**config.mk**
```make
export PLATFORM = sky130hd
export DESIGN_NAME = rv_core
export DESIGN_NICKNAME = d
export VERILOG_FILES = /design/src/rv_pkg.sv /design/src/rv_regfile.sv /design/src/rv_fetch.sv /design/src/rv_decode.sv /design/src/rv_execute.sv /design/src/rv_lsu.sv /design/src/rv_xbar.sv /design/src/rv_core.sv
export SDC_FILE = /design/constraint.sdc
export NUM_CORES = 2
export LEC_CHECK = 0
export ABC_AREA = 1
export BUFFER_PORTS_ARGS = -buffer_cell sky130_fd_sc_hd__buf_2
export CAP_MARGIN = 20
export CELL_PAD_IN_SITES_DETAIL_PLACEMENT = 1
export CELL_PAD_IN_SITES_GLOBAL_PLACEMENT = 1
export CORE_ASPECT_RATIO = 0.9
export CORE_MARGIN = 5
export CORE_UTILIZATION = 41
export CTS_BUF_LIST = sky130_fd_sc_hd__clkbuf_2
export DETAILED_ROUTE_END_ITERATION = 16
export PLACE_DENSITY = 0.71
export SLEW_MARGIN = 15
export SYNTH_ARGS = -nofsm -noshare
export SYNTH_HDL_FRONTEND = slang
export SYNTH_HIERARCHICAL = 1
export SYNTH_SLANG_ARGS = --single-unit
```
**constraint.sdc**
```tcl
create_clock -name clk -period 4.4 [get_ports clk]
set_clock_uncertainty 0.15 [all_clocks]
set_input_delay 0.44 -clock clk [delete_from_list [all_inputs] [get_ports clk]]
set_output_delay 0.44 -clock clk [all_outputs]
set_load 0.02 [all_outputs]
```
**src/rv_pkg.sv**
```systemverilog
package rv_pkg;

  typedef logic [31:0] word_t;
  typedef logic [4:0]  reg_addr_t;

  localparam word_t RESET_PC   = 32'h0000_0000;
  // 4 KiB timer window
  localparam word_t TIMER_BASE = 32'h0200_0000;
  localparam word_t TIMER_MASK = 32'hFFFF_F000;

  localparam logic [6:0] OPC_LUI    = 7'b0110111;
  localparam logic [6:0] OPC_OP_IMM = 7'b0010011;
  localparam logic [6:0] OPC_OP     = 7'b0110011;
  localparam logic [6:0] OPC_LOAD   = 7'b0000011;
  localparam logic [6:0] OPC_STORE  = 7'b0100011;
  localparam logic [6:0] OPC_BRANCH = 7'b1100011;
  localparam logic [6:0] OPC_JAL    = 7'b1101111;

  typedef enum logic [2:0] {
    ALU_ADD, ALU_SUB, ALU_AND, ALU_OR, ALU_XOR, ALU_SLT, ALU_PASS_B
  } alu_op_e;

  typedef enum logic [2:0] {
    OP_ALU, OP_LOAD, OP_STORE, OP_BEQ, OP_BNE, OP_JAL, OP_NOP
  } op_class_e;

  typedef enum logic [1:0] {FETCH_IDLE, FETCH_REQ, FETCH_WAIT} fetch_state_e;

  typedef enum logic [1:0] {EXEC_READY, EXEC_MEM, EXEC_RETIRE} exec_state_e;

  typedef struct packed {
    op_class_e op;
    alu_op_e   alu;
    reg_addr_t rd;
    word_t     rs1_val;
    word_t     rs2_val;
    word_t     imm;
    logic      use_imm;
    word_t     pc;
  } decoded_t;

  typedef struct packed {
    logic  valid;
    logic  write;
    word_t addr;
    word_t wdata;
  } mem_req_t;

  typedef struct packed {
    logic  valid;
    word_t rdata;
  } mem_resp_t;

  typedef struct packed {
    logic      valid;
    word_t     pc;
    logic      we;
    reg_addr_t rd;
    word_t     wdata;
  } retire_t;

endpackage

```
**src/rv_regfile.sv**
```systemverilog
`timescale 1ns/1ps

module rv_regfile
  import rv_pkg::*;
(
  input  logic      clk,
  input  logic      rst_n,
  input  reg_addr_t raddr1,
  input  reg_addr_t raddr2,
  output word_t     rdata1,
  output word_t     rdata2,
  input  logic      we,
  input  reg_addr_t waddr,
  input  word_t     wdata
);

  // x0 has no storage
  word_t regs [1:31];

  always_ff @(posedge clk or negedge rst_n) begin
    if (!rst_n) begin
      for (int i = 1; i < 32; i++) begin
        regs[i] <= '0;
      end
    end else if (we && waddr != '0) begin
      regs[waddr] <= wdata;
    end
  end

  assign rdata1 = (raddr1 == '0) ? '0 : regs[raddr1];
  assign rdata2 = (raddr2 == '0) ? '0 : regs[raddr2];

endmodule

```
**src/rv_fetch.sv**
```systemverilog
`timescale 1ns/1ps

module rv_fetch
  import rv_pkg::*;
(
  input  logic      clk,
  input  logic      rst_n,
  input  word_t     npc,
  input  logic      npc_valid,
  output logic      inst_valid,
  input  logic      inst_ready,
  output word_t     inst,
  output word_t     pc,
  output mem_req_t  ifetch_req,
  input  mem_resp_t ifetch_resp
);

  fetch_state_e state;
  word_t        pc_q;
  word_t        inst_q;

  // Leaves reset already requesting RESET_PC
  always_ff @(posedge clk or negedge rst_n) begin
    if (!rst_n) begin
      state <= FETCH_REQ;
      pc_q  <= RESET_PC;
    end else begin
      unique case (state)
        FETCH_IDLE: begin
          if (npc_valid) begin
            pc_q  <= npc;
            state <= FETCH_REQ;
          end
        end
        FETCH_REQ: begin
          if (ifetch_resp.valid) state <= FETCH_WAIT;
        end
        default: begin
          if (inst_ready) state <= FETCH_IDLE;
        end
      endcase
    end
  end

  always_ff @(posedge clk) begin
    if (state == FETCH_REQ && ifetch_resp.valid) inst_q <= ifetch_resp.rdata;
  end

  // Held until the response, the crossbar masks it once accepted
  always_comb begin
    ifetch_req.valid = (state == FETCH_REQ);
    ifetch_req.write = 1'b0;
    ifetch_req.addr  = pc_q;
    ifetch_req.wdata = '0;
  end

  assign inst_valid = (state == FETCH_WAIT);
  assign inst       = inst_q;
  assign pc         = pc_q;

endmodule

```
**src/rv_decode.sv**
```systemverilog
`timescale 1ns/1ps

module rv_decode
  import rv_pkg::*;
(
  input  word_t     inst,
  input  word_t     pc,
  output reg_addr_t rs1,
  output reg_addr_t rs2,
  input  word_t     rdata1,
  input  word_t     rdata2,
  output decoded_t  dec
);

  logic [6:0] opcode;
  logic [2:0] funct3;
  logic [6:0] funct7;
  reg_addr_t  rd_f;
  word_t      imm_i, imm_s, imm_b, imm_u, imm_j;

  assign opcode = inst[6:0];
  assign funct3 = inst[14:12];
  assign funct7 = inst[31:25];
  assign rd_f   = inst[11:7];
  assign rs1    = inst[19:15];
  assign rs2    = inst[24:20];

  assign imm_i = {{20{inst[31]}}, inst[31:20]};
  assign imm_s = {{20{inst[31]}}, inst[31:25], inst[11:7]};
  assign imm_b = {{19{inst[31]}}, inst[31], inst[7], inst[30:25], inst[11:8], 1'b0};
  assign imm_u = {inst[31:12], 12'b0};
  assign imm_j = {{11{inst[31]}}, inst[31], inst[19:12], inst[20], inst[30:21], 1'b0};

  // rd stays zero for anything that does not write back
  always_comb begin
    dec         = '0;
    dec.op      = OP_NOP;
    dec.alu     = ALU_ADD;
    dec.rs1_val = rdata1;
    dec.rs2_val = rdata2;
    dec.pc      = pc;
    case (opcode)
      OPC_LUI: begin
        dec.op      = OP_ALU;
        dec.alu     = ALU_PASS_B;
        dec.rd      = rd_f;
        dec.imm     = imm_u;
        dec.use_imm = 1'b1;
      end
      OPC_OP_IMM: begin
        if (funct3 == 3'b000) begin
          dec.op      = OP_ALU;
          dec.rd      = rd_f;
          dec.imm     = imm_i;
          dec.use_imm = 1'b1;
        end
      end
      OPC_OP: begin
        dec.op = OP_ALU;
        dec.rd = rd_f;
        case ({funct7, funct3})
          10'b0000000_000: dec.alu = ALU_ADD;
          10'b0100000_000: dec.alu = ALU_SUB;
          10'b0000000_111: dec.alu = ALU_AND;
          10'b0000000_110: dec.alu = ALU_OR;
          10'b0000000_100: dec.alu = ALU_XOR;
          10'b0000000_010: dec.alu = ALU_SLT;
          default: begin
            dec.op = OP_NOP;
            dec.rd = '0;
          end
        endcase
      end
      OPC_LOAD: begin
        if (funct3 == 3'b010) begin
          dec.op      = OP_LOAD;
          dec.rd      = rd_f;
          dec.imm     = imm_i;
          dec.use_imm = 1'b1;
        end
      end
      OPC_STORE: begin
        if (funct3 == 3'b010) begin
          dec.op      = OP_STORE;
          dec.imm     = imm_s;
          dec.use_imm = 1'b1;
        end
      end
      OPC_BRANCH: begin
        dec.imm = imm_b;
        if (funct3 == 3'b000) dec.op = OP_BEQ;
        else if (funct3 == 3'b001) dec.op = OP_BNE;
      end
      OPC_JAL: begin
        dec.op  = OP_JAL;
        dec.rd  = rd_f;
        dec.imm = imm_j;
      end
      default: ;
    endcase
  end

endmodule

```
**src/rv_execute.sv**
```systemverilog
`timescale 1ns/1ps

module rv_execute
  import rv_pkg::*;
(
  input  logic      clk,
  input  logic      rst_n,
  input  decoded_t  dec,
  input  logic      inst_valid,
  output logic      inst_ready,
  output word_t     npc,
  output logic      npc_valid,
  output logic      rf_we,
  output reg_addr_t rf_waddr,
  output word_t     rf_wdata,
  output mem_req_t  lsu_req,
  input  mem_resp_t lsu_resp,
  output retire_t   retire
);

  exec_state_e state;
  decoded_t    d_q;
  word_t       ld_q;
  word_t       alu_b, alu_res, pc_plus4, wb_data;
  logic        taken, wr_en, retiring;

  assign inst_ready = (state == EXEC_READY);
  assign retiring   = (state == EXEC_RETIRE);

  always_ff @(posedge clk or negedge rst_n) begin
    if (!rst_n) begin
      state <= EXEC_READY;
    end else begin
      unique case (state)
        EXEC_READY: begin
          if (inst_valid) begin
            if (dec.op == OP_LOAD || dec.op == OP_STORE) state <= EXEC_MEM;
            else state <= EXEC_RETIRE;
          end
        end
        EXEC_MEM: begin
          if (lsu_resp.valid) state <= EXEC_RETIRE;
        end
        default: state <= EXEC_READY;
      endcase
    end
  end

  always_ff @(posedge clk) begin
    if (inst_ready && inst_valid) d_q <= dec;
    if (state == EXEC_MEM && lsu_resp.valid) ld_q <= lsu_resp.rdata;
  end

  // Loads and stores use the ADD result as their address
  always_comb begin
    alu_b = d_q.use_imm ? d_q.imm : d_q.rs2_val;
    unique case (d_q.alu)
      ALU_ADD: alu_res = d_q.rs1_val + alu_b;
      ALU_SUB: alu_res = d_q.rs1_val - alu_b;
      ALU_AND: alu_res = d_q.rs1_val & alu_b;
      ALU_OR:  alu_res = d_q.rs1_val | alu_b;
      ALU_XOR: alu_res = d_q.rs1_val ^ alu_b;
      ALU_SLT: alu_res = {31'b0, $signed(d_q.rs1_val) < $signed(alu_b)};
      default: alu_res = alu_b;
    endcase
  end

  always_comb begin
    pc_plus4 = d_q.pc + 32'd4;
    taken    = (d_q.op == OP_JAL) ||
               (d_q.op == OP_BEQ && d_q.rs1_val == d_q.rs2_val) ||
               (d_q.op == OP_BNE && d_q.rs1_val != d_q.rs2_val);
    npc      = taken ? d_q.pc + d_q.imm : pc_plus4;
    wr_en    = (d_q.op inside {OP_ALU, OP_LOAD, OP_JAL}) && d_q.rd != '0;
    case (d_q.op)
      OP_LOAD: wb_data = ld_q;
      OP_JAL:  wb_data = pc_plus4;
      default: wb_data = alu_res;
    endcase
  end

  assign npc_valid = retiring;
  assign rf_we     = retiring && wr_en;
  assign rf_waddr  = d_q.rd;
  assign rf_wdata  = wb_data;

  always_comb begin
    lsu_req.valid = (state == EXEC_MEM);
    lsu_req.write = (d_q.op == OP_STORE);
    lsu_req.addr  = alu_res;
    lsu_req.wdata = d_q.rs2_val;
  end

  always_comb begin
    retire.valid = retiring;
    retire.pc    = d_q.pc;
    retire.we    = rf_we;
    retire.rd    = d_q.rd;
    retire.wdata = rf_we ? wb_data : '0;
  end

endmodule

```
**src/rv_lsu.sv**
```systemverilog
`timescale 1ns/1ps

module rv_lsu
  import rv_pkg::*;
(
  input  logic      clk,
  input  logic      rst_n,
  input  mem_req_t  lsu_req,
  output mem_resp_t lsu_resp,
  output mem_req_t  data_req,
  input  mem_resp_t data_resp
);

  // Set once the response is back, clears when execute drops its request
  logic done;

  always_ff @(posedge clk or negedge rst_n) begin
    if (!rst_n) begin
      done <= 1'b0;
    end else if (data_resp.valid) begin
      done <= 1'b1;
    end else if (!lsu_req.valid) begin
      done <= 1'b0;
    end
  end

  always_comb begin
    data_req.valid = lsu_req.valid && !done;
    data_req.write = lsu_req.write;
    data_req.addr  = {lsu_req.addr[31:2], 2'b00};
    data_req.wdata = lsu_req.wdata;
  end

  always_comb begin
    lsu_resp.valid = data_resp.valid && lsu_req.valid;
    lsu_resp.rdata = data_resp.rdata;
  end

endmodule

```
**src/rv_xbar.sv**
```systemverilog
`timescale 1ns/1ps

module rv_xbar
  import rv_pkg::*;
(
  input  logic      clk,
  input  logic      rst_n,
  input  mem_req_t  ifetch_req,
  input  mem_req_t  data_req,
  output logic      ifetch_ready,
  output logic      data_ready,
  output mem_resp_t ifetch_resp,
  output mem_resp_t data_resp,
  output mem_req_t  mem_req,
  input  logic      mem_req_ready,
  input  mem_resp_t mem_resp
);

  logic     busy, own_data, tmr_pend;
  logic     stall_q, stall_data_q;
  word_t    mtime;
  logic     sel_data, hit_timer, grant_ready, accept;
  logic     resp_valid;
  word_t    resp_rdata;
  mem_req_t sel_req;

  // A stalled external request keeps its source until accepted
  always_comb begin
    sel_data     = stall_q ? stall_data_q : data_req.valid;
    sel_req      = sel_data ? data_req : ifetch_req;
    hit_timer    = (sel_req.addr & TIMER_MASK) == TIMER_BASE;
    grant_ready  = !busy && (hit_timer || mem_req_ready);
    data_ready   = grant_ready && sel_data;
    ifetch_ready = grant_ready && !sel_data;
    accept       = (data_req.valid && data_ready) || (ifetch_req.valid && ifetch_ready);
  end

  always_comb begin
    mem_req       = sel_req;
    mem_req.valid = sel_req.valid && !busy && !hit_timer;
  end

  always_comb begin
    resp_valid = busy && (tmr_pend || mem_resp.valid);
    resp_rdata = tmr_pend ? mtime : mem_resp.rdata;
    ifetch_resp.valid = resp_valid && !own_data;
    ifetch_resp.rdata = resp_rdata;
    data_resp.valid   = resp_valid && own_data;
    data_resp.rdata   = resp_rdata;
  end

  always_ff @(posedge clk or negedge rst_n) begin
    if (!rst_n) begin
      busy         <= 1'b0;
      own_data     <= 1'b0;
      tmr_pend     <= 1'b0;
      stall_q      <= 1'b0;
      stall_data_q <= 1'b0;
      mtime        <= '0;
    end else begin
      mtime        <= mtime + 32'd1;
      stall_q      <= mem_req.valid && !mem_req_ready;
      stall_data_q <= sel_data;
      if (accept) begin
        busy     <= 1'b1;
        own_data <= sel_data;
        // Timer writes are acked here and dropped
        tmr_pend <= hit_timer;
      end else if (resp_valid) begin
        busy     <= 1'b0;
        tmr_pend <= 1'b0;
      end
    end
  end

endmodule

```
**src/rv_core.sv**
```systemverilog
`timescale 1ns/1ps

module rv_core
  import rv_pkg::*;
(
  input  logic      clk,
  input  logic      rst_n,
  output mem_req_t  mem_req,
  input  logic      mem_req_ready,
  input  mem_resp_t mem_resp,
  output retire_t   retire
);

  reg_addr_t rs1, rs2;
  word_t     rdata1, rdata2;
  logic      rf_we;
  reg_addr_t rf_waddr;
  word_t     rf_wdata;

  word_t     inst, pc, npc;
  logic      inst_valid, inst_ready, npc_valid;
  decoded_t  dec;

  mem_req_t  ifetch_req, data_req, lsu_req;
  mem_resp_t ifetch_resp, data_resp, lsu_resp;

  rv_regfile i_regfile (
    .clk    (clk),
    .rst_n  (rst_n),
    .raddr1 (rs1),
    .raddr2 (rs2),
    .rdata1 (rdata1),
    .rdata2 (rdata2),
    .we     (rf_we),
    .waddr  (rf_waddr),
    .wdata  (rf_wdata)
  );

  rv_fetch i_fetch (
    .clk         (clk),
    .rst_n       (rst_n),
    .npc         (npc),
    .npc_valid   (npc_valid),
    .inst_valid  (inst_valid),
    .inst_ready  (inst_ready),
    .inst        (inst),
    .pc          (pc),
    .ifetch_req  (ifetch_req),
    .ifetch_resp (ifetch_resp)
  );

  rv_decode i_decode (
    .inst   (inst),
    .pc     (pc),
    .rs1    (rs1),
    .rs2    (rs2),
    .rdata1 (rdata1),
    .rdata2 (rdata2),
    .dec    (dec)
  );

  rv_execute i_execute (
    .clk        (clk),
    .rst_n      (rst_n),
    .dec        (dec),
    .inst_valid (inst_valid),
    .inst_ready (inst_ready),
    .npc        (npc),
    .npc_valid  (npc_valid),
    .rf_we      (rf_we),
    .rf_waddr   (rf_waddr),
    .rf_wdata   (rf_wdata),
    .lsu_req    (lsu_req),
    .lsu_resp   (lsu_resp),
    .retire     (retire)
  );

  rv_lsu i_lsu (
    .clk       (clk),
    .rst_n     (rst_n),
    .lsu_req   (lsu_req),
    .lsu_resp  (lsu_resp),
    .data_req  (data_req),
    .data_resp (data_resp)
  );

  // Sources hold their request until the response, so ready is internal
  rv_xbar i_xbar (
    .clk           (clk),
    .rst_n         (rst_n),
    .ifetch_req    (ifetch_req),
    .data_req      (data_req),
    .ifetch_ready  (),
    .data_ready    (),
    .ifetch_resp   (ifetch_resp),
    .data_resp     (data_resp),
    .mem_req       (mem_req),
    .mem_req_ready (mem_req_ready),
    .mem_resp      (mem_resp)
  );

endmodule

```
# [Word-level counts from Yosys, hierarchy flattened]
# Index checks and enable logic that the tools add are counted.
# Widths: inputs -> output; s select.
[word_totals] output_inout_bits=137 reg_bits=1270 n_memories=0 mem_bits_ro=0 elab_cells=204 latch_bits=0 ram_bits=0
[op_classes] eq_ne=38 div=0 magnitude_cmp=5 mul=0 shift=0 bitwise_logic=6 add_sub_neg=5 reduce_logical=51 muxes=48
[op_table] op="$bwmux 992" n=1
[op_table] op="$pmux 32 s6" n=2
[op_table] op="$bmux 32 s5" n=2
[op_table] op="$mux 32" n=9
[op_table] op="$demux 32 s5" n=1
[op_table] op="$mux 33" n=3
[op_table] op="$mux 66" n=1
[op_table] op="$add 32x32->32" n=2
[op_table] op="$pmux 32 s2" n=1
[op_table] op="$add 32x1->32 const B" n=1
[op_table] op="$add 32x3->32 const B" n=1
[op_table] op="$and 32x32->32" n=1
[op_table] op="$eq 32x32->1" n=1
[op_table] op="$lt 32x32->1" n=1
[op_table] op="$ne 32x32->1" n=1
[op_table] op="$or 32x32->32" n=1
[op_table] op="$sub 32x32->32" n=1
[op_table] op="$xor 32x32->32" n=1
[op_table] op="$eq 10x3->1 const B" n=3
[op_table] op="$logic_and 1x1->1" n=22
[op_table] op="$eq 7x6->1 const B" n=3
[op_table] op="$pmux 3 s7" n=1
[op_table] op="$eq 20x14->1 const B" n=1
[op_table] op="$pmux 5 s4" n=1
[op_table] op="other kinds (36)" n=91

# [Logic depth before layout (Yosys ltp)]
[logic_depth] depth_word=11 depth_mapped=32

# [Hierarchy]
# Netlist, hierarchy kept.
[modules_own_cells] mod="rv_regfile" area_each_um2=58464.8 seq_area_each_um2=24823.8 cells_per_inst=9244 n_inst=1
[modules_own_cells] mod="rv_execute" area_each_um2=17277.8 seq_area_each_um2=5215.0 cells_per_inst=2555 n_inst=1
[modules_own_cells] mod="rv_xbar" area_each_um2=3450.8 seq_area_each_um2=925.9 cells_per_inst=545 n_inst=1
[modules_own_cells] mod="rv_fetch" area_each_um2=2862.7 seq_area_each_um2=1813.0 cells_per_inst=255 n_inst=1
[modules_own_cells] mod="rv_decode" area_each_um2=1794.2 seq_area_each_um2=0.0 cells_per_inst=288 n_inst=1
[modules_own_cells] mod="rv_lsu" area_each_um2=785.8 seq_area_each_um2=25.0 cells_per_inst=106 n_inst=1

# [Worst setup path after synthesis]
# Ideal clock, no wire load.
[synth_timing] kind="reg-to-output" start="register i_execute/d_q[32] in the netlist's numbering" end="output mem_req[65] in the netlist's numbering" slack_ns=0.268 t_arrival_ns=3.542 path_stages_with_launch=28 cell_sequence="edfxtp_1 clkbuf_1 clkbuf_1 buf_2 nand2_1 o21ai_0 ha_1 buf_2 nor2_1 inv_1 nor2_1 nand2_1 nor3_1 nand2_1 nand2_1 nand2_1 nand3_1 nand3_1 and2_1 buf_4 nand2_1 nand2_1 nor2_2 nand2_1 nor2_1 nand2_1 nor2_1 nor2_1"
[synth_rtl] item="start: declaration" line="rv_execute.sv:22" text="decoded_t d_q;"
[synth_rtl] item="start signal: assignment" line="rv_execute.sv:50" text="if (inst_ready && inst_valid) d_q <= dec;"
[synth_rtl] item="end: declaration" line="rv_core.sv:8" text="output mem_req_t mem_req,"

==> key figures <==
Status
  – Result of the run: finished, violations left
  – Violated checks: setup timing

Floorplan
  – Top-level port count: 173
  – Area of the die: 0.216 sq mm
  – Initial core utilization: 41.2%
  – Vertical extent of the die: 441 um
  – Die width: 489 um
  – Core area: 0.206 sq mm
  – Standard-cell rows: 158

CTS
  – CTS tree: built
  – Number of buffers created by CTS: 377
  – Clock network latency to the later pin of the worst-skew pair: 2010 ps
  – Clock buffer depth: 4
  – Maximum level of the CTS H-tree: 5
  – CTS Sinks: 1270
  – Clk root buf: sky130_fd_sc_hd__clkbuf_2
  – Reg clk slew, reported paths: 100 ps

Route
  – Vias per cell: 5.60
  – Detailed Route WL: 425 mm
  – Drt first pass iters: 8
  – Initial detailed-routing violation count: 8796
  – Detailed-routed wire length on met2: 188 mm
  – Detail-routed net length per standard cell: 26.0 um
  – Highest metal layer used by the detailed router: met5
  – Via count of the routed design: 91420
  – Antenna viol nets, final: 0
  – Number of DRC violations after detailed routing: 0
  – Routed wl met3: 35.1 mm
  – Sum of routed wire segments on met1: 177 mm

Run
  – Number of violations of the max-capacitance limit: 0

Timing
  – Final Worst Setup Slack: -1820 ps
  – Worst Tran Pin Value: 1280 ps
  – Sum Neg Setup Slack: -87060 ps
  – Setup repair after global routing missed its margin: true
  – Worst slew margin: 14.4%
  – Minimum clock period: 6220 ps
  – Post-route fraction of the period consumed by the critical path: 141%
  – Setup violations, final: 96
  – Hold violation count in the final report: 0
  – Pins Over Slew Limit: 0
  – Maximum clock frequency: 0.161 GHz

Yosys
  – Yosys synthesis warning count: 6
  – Synthesized area per cell: 6.51 sq um
  – Synthesized netlist cell count: 12989
  – Netlist area before placement: 0.0846 sq mm

Global routing
  – GRT Overall Usage: 38.5%
  – Sum of overflow across all layers after global routing: 0
  – Pin count of the biggest net entering global routing: 149
  – Number of antenna violations at the first check in global routing: 24
  – Wire length of the first global-routing pass: 618 mm
  – Vias in the first global route: 93510

Setup path
  – CP Launch Type: flop
  – Critical path class: reg -> out
  – Max incr delay on CP: 450 ps
  – Max Fanout on Critical Path: 6
  – Type of destination of the critical path: output pin
  – Data required time at the worst endpoint: 3810 ps
  – Most frequent cell on the critical path: sky130_fd_sc_hd__nand2_2
  – Data arrival at the endpoint of the critical path: 5630 ps
  – Worst R2R Path Depth: 25
  – Crit path max-delay cell type: sky130_fd_sc_hd__edfxtp_1

Power
  – Reported leakage power: 49.9 nW
  – Power Dens Cells: 223 mW/mm^2
  – Post-route total power: 21.6 mW
  – Worst-case vdd ir drop: 0.229 mV

Cells and area
  – Final Cell Area: 0.0970 sq mm
  – Flip-flop and latch area: 0.0328 sq mm
  – Post-synthesis to final-layout area growth: 14.7%
  – Final #Nets: 13510
  – Fraction of layout cells with a size suffix above 1: 15.1%
  – Multi-input combinational cell area: 0.0428 sq mm
  – Filler instances: 27139

Placement
  – Routability congestion estimate from global placement: 1.00
  – Placed cell area: 0.0903 sq mm
  – Total half-perimeter wirelength after legalization and detailed placement: 288 mm
  – Port bufs: 172

Min path
  – Count of cells along the worst hold path: 2
  – Worst min-delay path class: reg -> reg
## final cells by class
type                    instances  share of cell area (%)
clock inverters                99                   0.483
clock buffers                 547                    2.82
repair buffers               1059                    9.87
well taps                    2720                    3.51
diodes                         14                  0.0361
multi-input cells            9246                    44.1
flip-flops and latches       1270                    33.8
inverters                    1380                    5.38
## registers in the layout, indices dropped and copies added, names as in the netlist, 2 cells and up
| register | cells |
|---|---|
| i_execute/rf_waddr | 5 |
| i_execute/ld_q | 32 |
| i_execute/retire | 32 |
| i_fetch/state | 2 |
| i_fetch/inst | 32 |
| i_execute/d_q | 71 |
| i_regfile/regs | 992 |
| i_xbar/mtime | 32 |
| i_fetch/pc | 32 |
| i_execute/lsu_req | 32 |
| i_execute/state | 2 |
## metal layers
| metal | vias to the layer above | global-route usage (%) |
|---|---|---|
| met5 | - | 0 |
| met4 | 18 | 19.6 |
| met3 | 1176 | 7.92 |
| met2 | 3911 | 60.1 |
| met1 | 45458 | 50.5 |
| li1 | 40857 | - |
## critical path: cells and delay by family (launching register included)
kind,cells,cell delay (ps)
AND/OR/NAND/NOR,20,2210
flip-flops,1,450
AO/OA/AOI/OAI,1,70
buffers and inverters,6,720
adder cells (fa/ha/maj),1,330
## cell usage in the layout, fill, tap and decap left out, types with 129 or more instances in the layout
cell / instances
sky130_fd_sc_hd__nand3_1: 1350
sky130_fd_sc_hd__edfxtp_1: 204
sky130_fd_sc_hd__buf_2: 129
sky130_fd_sc_hd__inv_1: 1305
sky130_fd_sc_hd__nor2_1: 338
sky130_fd_sc_hd__buf_4: 667
sky130_fd_sc_hd__a21oi_1: 319
sky130_fd_sc_hd__nand2_1: 5616
sky130_fd_sc_hd__o21ai_0: 663
sky130_fd_sc_hd__clkbuf_2: 547
sky130_fd_sc_hd__dfrtp_1: 1064
## power by group
part	internal, mW	switching, mW
Sequential	11.9	0
Clock	3.48	5.82
Combinational	0.128	0.317
Total	15.5	6.13
## through the flow
stage / instances / utilization, % / setup WS, ps / hold WS (ps)
detailed placement: 15534 / 43.9 / -432 / 309
floorplan: 13022 / - / 268 / -5.59
CTS: 16303 / 46.5 / -1900 / 40.6
global placement: 15533 / 43.9 / -438 / 292
global route: 16334 / 47.2 / -2040 / 213
finish: 16335 / 47.2 / -1820 / 328
## path summary, 6_finish.rpt
check	startpoint	end	slack, ps
setup / recovery	i_execute/d_q[32]	mem_req[65]	-1820
hold / removal	i_regfile/regs[532]	i_regfile/regs[532]	330
setup reg to reg	i_execute/d_q[32]	i_regfile/regs[202]	100
hold reg to reg	i_regfile/regs[532]	i_regfile/regs[532]	330
max in group asynchronous	rst_n	i_regfile/regs[425]	1990
min in group asynchronous	rst_n	i_regfile/regs[850]	730
## what timing repair did
action / CTS / global route
setup buffers: 15 / 14
pin swaps: 36 / 56
hold buffers: 108 / 0
endpoints found under the hold margin: 1203 / 0
gates resized for setup: 281 / 288
cloned: 1 / 6
setup endpoints to repair: 130 / 102
(Power assumes the default switching activity.)
